<file path="config.mk">
export PLATFORM = sky130hd
export DESIGN_NAME = id_remap_top
export DESIGN_NICKNAME = d
export VERILOG_FILES = /design/src/common/axi_bus_pkg.sv /design/src/common/remap_pkg.sv /design/src/remap/remap_table.sv /design/src/remap/remap_issue.sv /design/src/logic/id_remap_top.sv
export SDC_FILE = /design/constraint.sdc
export NUM_CORES = 1
export LEC_CHECK = 0
export BUFFER_PORTS_ARGS = -buffer_cell sky130_fd_sc_hd__buf_2
export CAP_MARGIN = 20
export CORE_MARGIN = 2
export CORE_UTILIZATION = 57
export DETAILED_ROUTE_END_ITERATION = 12
export HOLD_SLACK_MARGIN = 0.15
export PLACE_DENSITY_LB_ADDON = 0.12
export SLEW_MARGIN = 0
export SYNTH_ARGS = -nofsm -noshare
export SYNTH_HDL_FRONTEND = slang
export SYNTH_SLANG_ARGS = --single-unit
</file>
<file path="constraint.sdc">
create_clock -name clk_i -period 8.8 [get_ports clk_i]
set_input_delay 1.76 -clock clk_i [delete_from_list [all_inputs] [get_ports clk_i]]
set_output_delay 1.76 -clock clk_i [all_outputs]
set_load 0.05 [all_outputs]
</file>
<file path="src/common/axi_bus_pkg.sv">
// Widths, ID types and packed AXI channel structs of both ports, shared by RTL and testbench
package axi_bus_pkg;

  // Upstream IDs are wide, downstream IDs are compact
  localparam int unsigned SlvIdWidth = 6;
  localparam int unsigned MstIdWidth = 3;
  localparam int unsigned AddrWidth  = 32;
  localparam int unsigned DataWidth  = 32;
  localparam int unsigned LenWidth   = 8;
  localparam int unsigned RespWidth  = 2;

  typedef logic [SlvIdWidth-1:0]  slv_id_t;
  typedef logic [MstIdWidth-1:0]  mst_id_t;
  typedef logic [AddrWidth-1:0]   addr_t;
  typedef logic [DataWidth-1:0]   data_t;
  typedef logic [DataWidth/8-1:0] strb_t;
  typedef logic [LenWidth-1:0]    len_t;
  typedef logic [RespWidth-1:0]   resp_t;

  // AW and AR share one layout per port
  typedef struct packed {
    slv_id_t id;
    addr_t   addr;
    len_t    len;
  } slv_ax_t;

  typedef struct packed {
    mst_id_t id;
    addr_t   addr;
    len_t    len;
  } mst_ax_t;

  // W carries no ID, so both ports use the same struct
  typedef struct packed {
    data_t data;
    strb_t strb;
    logic  last;
  } w_chan_t;

  typedef struct packed {
    slv_id_t id;
    resp_t   resp;
  } slv_b_t;

  typedef struct packed {
    mst_id_t id;
    resp_t   resp;
  } mst_b_t;

  typedef struct packed {
    slv_id_t id;
    data_t   data;
    resp_t   resp;
    logic    last;
  } slv_r_t;

  typedef struct packed {
    mst_id_t id;
    data_t   data;
    resp_t   resp;
    logic    last;
  } mst_r_t;

endpackage

</file>
<file path="src/common/remap_pkg.sv">
// Remap table entry, counter and index types plus the issue FSM states, used by the remap block
package remap_pkg;

  // One table entry per possible output ID at most
  localparam int unsigned MaxTableSize = 2 ** axi_bus_pkg::MstIdWidth;

  // Counter must hold the value MaxTableSize itself
  localparam int unsigned CntWidth = $clog2(MaxTableSize + 1);

  typedef logic [axi_bus_pkg::MstIdWidth-1:0] idx_t;
  typedef logic [CntWidth-1:0]                cnt_t;

  typedef struct packed {
    axi_bus_pkg::slv_id_t inp_id;
    // Bursts in flight on this output ID
    cnt_t                 cnt;
  } entry_t;

  // Hold keeps a stalled address request on the bus with a frozen ID
  typedef enum logic {
    Idle,
    Hold
  } issue_state_e;

endpackage

</file>
<file path="src/remap/remap_table.sv">
// Per-direction table of output IDs, tracking the input ID and in-flight count of each entry
module remap_table #(
  parameter int unsigned TableSize = remap_pkg::MaxTableSize
) (
  input  logic                 clk_i,
  input  logic                 rst_ni,
  input  axi_bus_pkg::slv_id_t lookup_id_i,
  output logic                 exists_o,
  output logic                 exists_full_o,
  output remap_pkg::idx_t      exists_idx_o,
  output remap_pkg::idx_t      free_idx_o,
  output logic                 full_o,
  input  logic                 push_i,
  input  remap_pkg::idx_t      push_idx_i,
  input  axi_bus_pkg::slv_id_t push_id_i,
  input  logic                 pop_i,
  input  remap_pkg::idx_t      pop_idx_i,
  output axi_bus_pkg::slv_id_t pop_id_o
);
  import axi_bus_pkg::*;
  import remap_pkg::*;

  typedef entry_t [TableSize-1:0] table_t;

  table_t                 tbl_d;
  table_t                 tbl_q;
  logic                   any_free;
  logic [TableSize-1:0]   push_hit;
  logic [TableSize-1:0]   pop_hit;

  // Lowest entry with no bursts in flight
  function automatic logic find_free(input table_t tbl, output idx_t idx);
    logic found;
    found = 1'b0;
    idx   = '0;
    for (int i = int'(TableSize) - 1; i >= 0; i--) begin
      if (tbl[i].cnt == '0) begin
        found = 1'b1;
        idx   = idx_t'(i);
      end
    end
    return found;
  endfunction

  // Lowest live entry that carries the given input ID
  function automatic logic find_match(input table_t tbl, input slv_id_t id, output idx_t idx);
    logic found;
    found = 1'b0;
    idx   = '0;
    for (int i = int'(TableSize) - 1; i >= 0; i--) begin
      if (tbl[i].cnt != '0 && tbl[i].inp_id == id) begin
        found = 1'b1;
        idx   = idx_t'(i);
      end
    end
    return found;
  endfunction

  always_comb begin
    any_free = find_free(tbl_q, free_idx_o);
    exists_o = find_match(tbl_q, lookup_id_i, exists_idx_o);
  end

  assign full_o = !any_free;

  // Read out the count of the matching entry and the input ID of the popped one
  always_comb begin
    exists_full_o = 1'b0;
    pop_id_o      = '0;
    for (int i = 0; i < int'(TableSize); i++) begin
      if (exists_o && exists_idx_o == idx_t'(i)) begin
        exists_full_o = (tbl_q[i].cnt == cnt_t'(TableSize));
      end
      if (pop_idx_i == idx_t'(i)) begin
        pop_id_o = tbl_q[i].inp_id;
      end
    end
  end

  for (genvar g = 0; g < TableSize; g++) begin : gen_hit
    assign push_hit[g] = push_i && (push_idx_i == idx_t'(g));
    assign pop_hit[g]  = pop_i && (pop_idx_i == idx_t'(g));
  end

  always_comb begin
    tbl_d = tbl_q;
    for (int i = 0; i < int'(TableSize); i++) begin
      if (push_hit[i]) begin
        tbl_d[i].inp_id = push_id_i;
      end
      // Push and pop on the same entry cancel out
      if (push_hit[i] && !pop_hit[i]) begin
        tbl_d[i].cnt = tbl_q[i].cnt + 1'b1;
      end else if (pop_hit[i] && !push_hit[i]) begin
        tbl_d[i].cnt = tbl_q[i].cnt - 1'b1;
      end
    end
  end

  always_ff @(posedge clk_i or negedge rst_ni) begin
    if (!rst_ni) begin
      tbl_q <= '0;
    end else begin
      tbl_q <= tbl_d;
    end
  end

endmodule

</file>
<file path="src/remap/remap_issue.sv">
// Address channel issue control of one direction; admits requests, remaps IDs and holds stalls
module remap_issue #(
  parameter int unsigned TableSize = remap_pkg::MaxTableSize
) (
  input  logic                 clk_i,
  input  logic                 rst_ni,
  input  axi_bus_pkg::slv_ax_t slv_ax_i,
  input  logic                 slv_valid_i,
  output logic                 slv_ready_o,
  output axi_bus_pkg::mst_ax_t mst_ax_o,
  output logic                 mst_valid_o,
  input  logic                 mst_ready_i,
  output axi_bus_pkg::slv_id_t lookup_id_o,
  input  logic                 exists_i,
  input  logic                 exists_full_i,
  input  remap_pkg::idx_t      exists_idx_i,
  input  remap_pkg::idx_t      free_idx_i,
  input  logic                 full_i,
  output logic                 push_o,
  output remap_pkg::idx_t      push_idx_o
);
  import axi_bus_pkg::*;
  import remap_pkg::*;

  issue_state_e state_d;
  issue_state_e state_q;
  idx_t         hold_idx_q;
  idx_t         new_idx;
  idx_t         out_idx;
  logic         admit;
  logic         hold_load;

  assign lookup_id_o = slv_ax_i.id;

  // Same input ID in flight: reuse its entry unless saturated, else need a free one
  assign admit   = exists_i ? !exists_full_i : !full_i;
  assign new_idx = exists_i ? exists_idx_i : free_idx_i;

  always_comb begin
    state_d     = state_q;
    mst_valid_o = 1'b0;
    slv_ready_o = 1'b0;
    push_o      = 1'b0;
    hold_load   = 1'b0;
    out_idx     = new_idx;
    case (state_q)
      Idle: begin
        if (slv_valid_i && admit) begin
          mst_valid_o = 1'b1;
          slv_ready_o = mst_ready_i;
          push_o      = 1'b1;
          if (!mst_ready_i) begin
            hold_load = 1'b1;
            state_d   = Hold;
          end
        end
      end
      Hold: begin
        // Already pushed, keep presenting the frozen ID
        out_idx     = hold_idx_q;
        mst_valid_o = 1'b1;
        slv_ready_o = mst_ready_i;
        if (mst_ready_i) begin
          state_d = Idle;
        end
      end
      default: state_d = Idle;
    endcase
  end

  assign push_idx_o = out_idx;

  assign mst_ax_o.id   = mst_id_t'(out_idx);
  assign mst_ax_o.addr = slv_ax_i.addr;
  assign mst_ax_o.len  = slv_ax_i.len;

  always_ff @(posedge clk_i or negedge rst_ni) begin
    if (!rst_ni) begin
      state_q <= Idle;
    end else begin
      state_q <= state_d;
    end
  end

  always_ff @(posedge clk_i) begin
    if (hold_load) begin
      hold_idx_q <= new_idx;
    end
  end

endmodule

</file>
<file path="src/logic/id_remap_top.sv">
// Top level of the AXI ID remapper; compacts request IDs and restores them on B and R
module id_remap_top #(
  parameter int unsigned TableSize = remap_pkg::MaxTableSize
) (
  input  logic                 clk_i,
  input  logic                 rst_ni,
  // Slave side, facing the upstream manager
  input  axi_bus_pkg::slv_ax_t slv_aw_i,
  input  logic                 slv_aw_valid_i,
  output logic                 slv_aw_ready_o,
  input  axi_bus_pkg::w_chan_t slv_w_i,
  input  logic                 slv_w_valid_i,
  output logic                 slv_w_ready_o,
  output axi_bus_pkg::slv_b_t  slv_b_o,
  output logic                 slv_b_valid_o,
  input  logic                 slv_b_ready_i,
  input  axi_bus_pkg::slv_ax_t slv_ar_i,
  input  logic                 slv_ar_valid_i,
  output logic                 slv_ar_ready_o,
  output axi_bus_pkg::slv_r_t  slv_r_o,
  output logic                 slv_r_valid_o,
  input  logic                 slv_r_ready_i,
  // Master side, facing the downstream subordinate
  output axi_bus_pkg::mst_ax_t mst_aw_o,
  output logic                 mst_aw_valid_o,
  input  logic                 mst_aw_ready_i,
  output axi_bus_pkg::w_chan_t mst_w_o,
  output logic                 mst_w_valid_o,
  input  logic                 mst_w_ready_i,
  input  axi_bus_pkg::mst_b_t  mst_b_i,
  input  logic                 mst_b_valid_i,
  output logic                 mst_b_ready_o,
  output axi_bus_pkg::mst_ax_t mst_ar_o,
  output logic                 mst_ar_valid_o,
  input  logic                 mst_ar_ready_i,
  input  axi_bus_pkg::mst_r_t  mst_r_i,
  input  logic                 mst_r_valid_i,
  output logic                 mst_r_ready_o
);
  import axi_bus_pkg::*;
  import remap_pkg::*;

  slv_id_t wr_lookup_id;
  slv_id_t rd_lookup_id;
  slv_id_t wr_pop_id;
  slv_id_t rd_pop_id;
  idx_t    wr_exists_idx;
  idx_t    rd_exists_idx;
  idx_t    wr_free_idx;
  idx_t    rd_free_idx;
  idx_t    wr_push_idx;
  idx_t    rd_push_idx;
  logic    wr_exists;
  logic    rd_exists;
  logic    wr_exists_full;
  logic    rd_exists_full;
  logic    wr_full;
  logic    rd_full;
  logic    wr_push;
  logic    rd_push;
  logic    wr_pop;
  logic    rd_pop;

  // W needs no remapping
  assign mst_w_o        = slv_w_i;
  assign mst_w_valid_o  = slv_w_valid_i;
  assign slv_w_ready_o  = mst_w_ready_i;

  // A write burst ends with its B, a read burst with its last R beat
  assign wr_pop = mst_b_valid_i && slv_b_ready_i;
  assign rd_pop = mst_r_valid_i && slv_r_ready_i && mst_r_i.last;

  assign slv_b_o.id     = wr_pop_id;
  assign slv_b_o.resp   = mst_b_i.resp;
  assign slv_b_valid_o  = mst_b_valid_i;
  assign mst_b_ready_o  = slv_b_ready_i;

  assign slv_r_o.id     = rd_pop_id;
  assign slv_r_o.data   = mst_r_i.data;
  assign slv_r_o.resp   = mst_r_i.resp;
  assign slv_r_o.last   = mst_r_i.last;
  assign slv_r_valid_o  = mst_r_valid_i;
  assign mst_r_ready_o  = slv_r_ready_i;

  remap_issue #(
    .TableSize     ( TableSize      )
  ) u_aw_issue (
    .clk_i,
    .rst_ni,
    .slv_ax_i      ( slv_aw_i       ),
    .slv_valid_i   ( slv_aw_valid_i ),
    .slv_ready_o   ( slv_aw_ready_o ),
    .mst_ax_o      ( mst_aw_o       ),
    .mst_valid_o   ( mst_aw_valid_o ),
    .mst_ready_i   ( mst_aw_ready_i ),
    .lookup_id_o   ( wr_lookup_id   ),
    .exists_i      ( wr_exists      ),
    .exists_full_i ( wr_exists_full ),
    .exists_idx_i  ( wr_exists_idx  ),
    .free_idx_i    ( wr_free_idx    ),
    .full_i        ( wr_full        ),
    .push_o        ( wr_push        ),
    .push_idx_o    ( wr_push_idx    )
  );

  remap_table #(
    .TableSize     ( TableSize      )
  ) u_wr_table (
    .clk_i,
    .rst_ni,
    .lookup_id_i   ( wr_lookup_id   ),
    .exists_o      ( wr_exists      ),
    .exists_full_o ( wr_exists_full ),
    .exists_idx_o  ( wr_exists_idx  ),
    .free_idx_o    ( wr_free_idx    ),
    .full_o        ( wr_full        ),
    .push_i        ( wr_push        ),
    .push_idx_i    ( wr_push_idx    ),
    .push_id_i     ( slv_aw_i.id    ),
    .pop_i         ( wr_pop         ),
    .pop_idx_i     ( idx_t'(mst_b_i.id) ),
    .pop_id_o      ( wr_pop_id      )
  );

  remap_issue #(
    .TableSize     ( TableSize      )
  ) u_ar_issue (
    .clk_i,
    .rst_ni,
    .slv_ax_i      ( slv_ar_i       ),
    .slv_valid_i   ( slv_ar_valid_i ),
    .slv_ready_o   ( slv_ar_ready_o ),
    .mst_ax_o      ( mst_ar_o       ),
    .mst_valid_o   ( mst_ar_valid_o ),
    .mst_ready_i   ( mst_ar_ready_i ),
    .lookup_id_o   ( rd_lookup_id   ),
    .exists_i      ( rd_exists      ),
    .exists_full_i ( rd_exists_full ),
    .exists_idx_i  ( rd_exists_idx  ),
    .free_idx_i    ( rd_free_idx    ),
    .full_i        ( rd_full        ),
    .push_o        ( rd_push        ),
    .push_idx_o    ( rd_push_idx    )
  );

  remap_table #(
    .TableSize     ( TableSize      )
  ) u_rd_table (
    .clk_i,
    .rst_ni,
    .lookup_id_i   ( rd_lookup_id   ),
    .exists_o      ( rd_exists      ),
    .exists_full_o ( rd_exists_full ),
    .exists_idx_o  ( rd_exists_idx  ),
    .free_idx_o    ( rd_free_idx    ),
    .full_o        ( rd_full        ),
    .push_i        ( rd_push        ),
    .push_idx_i    ( rd_push_idx    ),
    .push_id_i     ( slv_ar_i.id    ),
    .pop_i         ( rd_pop         ),
    .pop_idx_i     ( idx_t'(mst_r_i.id) ),
    .pop_id_o      ( rd_pop_id      )
  );

endmodule

</file>
==> Word-level counts from Yosys, hierarchy flattened <==
Cells that the tools add are included.
W data, S select, Z words.
{ "op_classes": {"n_eq_ne": 74, "reduce_logical": 189, "bitwise_logic": 2, "addsub": 32, "muxes": 152} }
{ "ops": {"columns": ["cell", "n"], "rows": [
  ["$mux W4", 32],
  ["$mux W3", 36],
  ["$logic_and A1 B1 Y1", 101],
  ["$eq A6 B6 Y1", 16],
  ["$mux W6", 16],
  ["$eq A3 B3 Y1 const B", 24],
  ["$add A4 B1 Y4 const B", 16],
  ["$eq A4 B4 Y1 const B", 16],
  ["$logic_not A4 Y1", 16],
  ["$reduce_bool A4 Y1", 16],
  ["$sub A4 B1 Y4 const B", 16],
  ["$mux W1", 62],
  ["$eq A3 B2 Y1 const B", 12],
  ["$logic_not A1 Y1", 34],
  ["$reduce_bool A2 Y1", 16],
  ["$eq A3 B1 Y1 const B", 6],
  ["$logic_not A3 Y1", 6],
  ["$pmux W1 S2", 6],
  ["$not A1 Y1", 2]
]} }
{ "word_totals": {"out_inout_bits": 182, "inputBits": 184, "wordCells": 485, "register_bits": 168} }

==> Depth between registers and ports, before layout <==
{ "logic_depth": {"word_depth": 30, "depth_mapped": 21} }

==> Cells and area by module <==
From an unflattened synthesis, not the netlist that was laid out.
{ "hier_totals": {"hier_cells": 1251, "area_unflattened_um2": 12294.3} }
{ "by_module_without_submodules": {"columns": ["module", "cells_per_inst", "area_each_um2", "seq_area_each_um2", "n_inst"], "rows": [
  ["remap_table at u_wr_table", 521, 5240.0, 2001.9, 1],
  ["remap_table at u_rd_table", 508, 5212.5, 2001.9, 1],
  ["remap_issue", 70, 614.3, 115.1, 2],
  ["id_remap_top", 82, 613.1, 0.0, 1]
]} }

==> Least setup slack after synthesis <==
OpenSTA, ideal clock, no wires.
{ "synth_timing": {"path_type": "input to output", "from": "input slv_aw_i[45] (netlist bit)", "to": "output slv_aw_ready_o", "t_arrival_ns": 5.155, "required_time_ns": 7.040, "n_path_buf": 1, "path_slack_ns": 1.885, "path_stages": 8, "path_cell_list": "buf_2 xor2_1 or4_4 and4_1 a311o_1 a41oi_4 nand2b_1 a21boi_0"} }
{ "synth_between": {"elab_chain_cells": 25, "word_cells_on_any_way": 61, "classes_between": "eq/ne: 15; mux: 27; reduce/logical: 19"} }
{ "synth_lines": {"columns": ["element", "line", "source"], "rows": [
  ["start, declared", "id_remap_top.sv:8", "input axi_bus_pkg::slv_ax_t slv_aw_i,"],
  ["$eq A6 B6 Y1", "remap_table.sv:51", "if (tbl[i].cnt != '0 && tbl[i].inp_id == id) begin"],
  ["$logic_and A1 B1 Y1", "remap_table.sv:51", null],
  ["$mux W3 (8 in series)", "remap_table.sv:51", null],
  ["$logic_not A3 Y1", "remap_table.sv:71", "if (exists_o && exists_idx_o == idx_t'(i)) begin"],
  ["$logic_and A1 B1 Y1", "remap_table.sv:71", null],
  ["$mux W1 (8 in series)", "remap_table.sv:71", null],
  ["$logic_not A1 Y1", "remap_issue.sv:36", "assign admit = exists_i ? !exists_full_i : !full_i;"],
  ["$mux W1 (*)", "remap_issue.sv:36", null],
  ["$logic_and A1 B1 Y1 (*)", "remap_issue.sv:48", "if (slv_valid_i && admit) begin"],
  ["$mux W1 (*)", "remap_issue.sv:48", null],
  ["$pmux W1 S2 (*)", "remap_issue.sv:46", "case (state_q)"],
  ["end, declared", "id_remap_top.sv:10", "output logic slv_aw_ready_o,"]
]} }
Mark *: on every way between the ends. The rest lies on a longest branch, timed or not.

==> Final worst setup path <==
{ "layout_timing": {"from": "input slv_aw_i[43] (netlist bit)", "to": "output slv_aw_ready_o"} }
The elaborated chain is that of the path after synthesis.

==> out/qor.yml <==
timing:
  fin_tns_setup_ns: 0
  tightest_slew_ns: 0.9491
  fin_crit_ns: 6.590
  slew_headroom_pct: 36.73
  layout_setup_ws_ns: 2.210
  fmax_mhz: 151.7
  rsz0062_at_grt: "no"
  slew_violations: 0
  fin_crit_sh_pct: 74.89
  finalSetupViolations: 0
  hold_viol_final: 0
  fin_skew_ns: 0.01453
  whs_ns: 0.4788
floorplanning:
  start_util_pct: 58.21
  ioPinCount: 366
  die_h_microns: 150.8
  core-area_sq_mm: 0.02109
  rows: 53
  dieWidth_microns: 150.8
  die_area_sq_mm: 0.02273
synth:
  synthXorXnorAreaFrac_pct: 11.42
  synthSimpleGateAreaFrac_pct: 13.27
  synth_top_area_share_pct: 33.02
  ys.flop_type: "dfrtp_1"
  async_reset_ff_share_pct: 96.43
  synthAdderAreaFrac_pct: 7.502
  synth_top_family_by_area: "multiplexers"
  syn_nets: 1404
  yosys_warnings: 0
  synth_area_leaders: "dfrtp_1 (33%), buf_4 (11%), xnor2_1 (7.6%), mux2_1 (5.3%), mux2_2 (5.0%)"
  synth-compound-area-share_pct: 7.033
  synth_edf_count: 6
  yosysSeqAreaShare_pct: 34.49
  synth.distinct_cells: 77
  synth_top_cell_by_area: "dfrtp_1"
  syn_avg_cell_area_sq_um: 10.62
  synth_mux_area_share_pct: 13.62
  ys_ff_latch: 168
  syn_area_sq_mm: 0.01228
  synth_cells: 1156
placement:
  hpwl_mm: 19.16
  place_ws_ns: 2.231
  placedCellCount: 1291
  dpl-instance-area_sq_mm: 0.01151
  port-buffer-count: 55
  routabilityCongestion: 0.8883
clock_tree:
  cts_tree: "yes"
  cts_resized: 0
  clk-insertion-delay-late_ns: 0.44
  htree_levels: 4
  cts_sinks: 168
  clock_path_buffers: 2
  path_clk_slew_ns: 0.06
  cts-root-buf: "clkbuf_16"
  cts_hold_buf: 0
  cts_setup_buffers: 0
  cts_buffers: 17
hold_path:
  hold_path_depth: 1
  hold_start: "u_wr_table.tbl_q[43]"
  min_path_type: "flip-flop to flip-flop"
setup_path:
  rr_startpoint: "u_rd_table.tbl_q[11]"
  crit_cells: 10
  worstSetupPathType: "input port to output port"
  critical_path.cell_chain: "buf_2 -> xor2_1 -> nor4_1 -> o211ai_1 -> a311oi_2 -> o211ai_1 -> a41oi_4 -> nand2b_1 -> a21boi_0 -> buf_2"
  required_ns: 7.04
  cp_num_buf_inv: 2
  crit_path_end_kind: "output port"
  crit_path_start_kind: "input port"
  cpPeakStageDelay_ns: 0.61
  arrival_ns: 4.83
  cpLargestDelayFamily: "compound AO/OA/AOI/OAI gates"
  worstPathMaxFanout: 16
  rr_worst_depth: 16
  critPathSlowestCell: "a41oi_4"
  startpoint: "slv_aw_i[43]"
finish:
  layout_commonest_cell: "dfrtp_1"
  utilization_pct: 57.55
  final_cell_mix: "dfrtp_1 (162), xnor2_1 (106), nand2_1 (72)"
  post-route-cell-area_sq_mm: 0.01214
  syn2layout_area_growth_pct: -1.132
  nNetsFinal: 1283
  fillers: 1830
  diodes: 0
  finalNonFillerCells: 1323
  layout-drive-gt1-share_pct: 18.61
drt:
  postRouteAntennaNets: 0
  via_per_inst: 5.847
  dr.pass1.iters: 4
  first_iter_violations: 369
  routed_wl_mm: 25.99
  drc_errors: 0
  routedWlPerCell_microns: 19.64
  num_vias: 7735
pwr:
  ir_drop_uv: 379.7
  power_density_mw_per_mm2: 413.0
  p_total_mw: 5.012
  p_leak_nw: 5.258
global_routing:
  grt_pass1_wl_mm: 42.26
  first_global_vias: 7969
  track_usage_pct: 24.03
  grt-ovfl-total: 0
  grt_max_degree: 104
  antenna_found_initial: 0
job:
  max_cap_viol_count: 0
run_status:
  status: "finished, final reports clean"
[path summary, 6_finish.rpt]
check	to	slack [ns]
worst max-delay path	slv_aw_ready_o	2.21
worst min-delay path	u_wr_table.tbl_q[43]	0.48
worst max register to register	u_rd_table.tbl_q[63]	4.09
worst min register to register	u_wr_table.tbl_q[43]	0.48
max in group asynchronous	u_rd_table.tbl_q[4]	6.00
min in group asynchronous	u_wr_table.tbl_q[65]	1.45
[cell usage after synthesis (3+ instances only)]
library cell	number
inv_1	36
mux2_1	58
nor4b_1	6
and2_1	5
o211ai_1	4
nor4_1	15
nor2b_1	7
mux2_2	54
nor2_1	50
edfxtp_1	6
nand2b_1	5
xor2_1	54
nand3_4	5
buf_2	13
a21o_1	19
a211oi_1	3
nor4_4	3
clkbuf_1	13
ha_1	48
nor4_2	4
dfrtp_1	162
fa_1	16
mux4_2	10
a21oi_1	29
nand4_1	15
xnor2_1	106
o21ai_1	4
nor3_1	23
buf_4	172
nand2_1	72
nand3_1	13
a22o_1	7
mux2i_1	8
o221ai_1	6
or4_4	6
or4_1	9
o21bai_1	4
and4_1	3
and3_1	5
mux2_4	7
nand4_4	4
o21ai_0	27
[registers in the layout (all words and copies together), names as in the netlist]
| signal | flops |
|---|---|
| u_ar_issue.hold_idx_q | 3 |
| u_ar_issue.state_q | 1 |
| u_aw_issue.hold_idx_q | 3 |
| u_aw_issue.state_q | 1 |
| u_rd_table.tbl_q | 80 |
| u_wr_table.tbl_q | 80 |
[layout make-up]
type / count / area (sq um) / area share, %
sequential: 168 / 4234 / 34.89
clock buffer: 20 / 456.7 / 3.763
timing repair buffer: 59 / 311.5 / 2.567
inverter: 37 / 138.9 / 1.144
tap: 275 / 344.1 / 2.835
multi-input combinational: 752 / 6486 / 53.44
clock inverter: 12 / 165.2 / 1.361
[kinds of logic after synthesis]
| logic type | count (synthesis) |
|---|---|
| AOI/OAI and AO/OA | 124 |
| DFF | 168 |
| adders and majority gates | 64 |
| buffers and inverters | 236 |
| xor gates and xnor gates | 160 |
| muxes | 137 |
| and+or+nand+nor | 267 |
[report_power, final]
group / internal, mW / switching [mW]
Sequential: 1.18 / 0.432
Clock: 0.466 / 0.328
Combinational: 1.19 / 1.42
Total: 2.84 / 2.18
[metal layers]
layer	part of all wire [%]	up-vias	track usage, %
li1	-	3641	-
met1	42	3754	29.54
met2	48	245	39.52
met3	5.8	95	5.818
met4	4.2	0	12.10
met5	0	-	0
No activity file was read; power rests on OpenSTA's default activity.
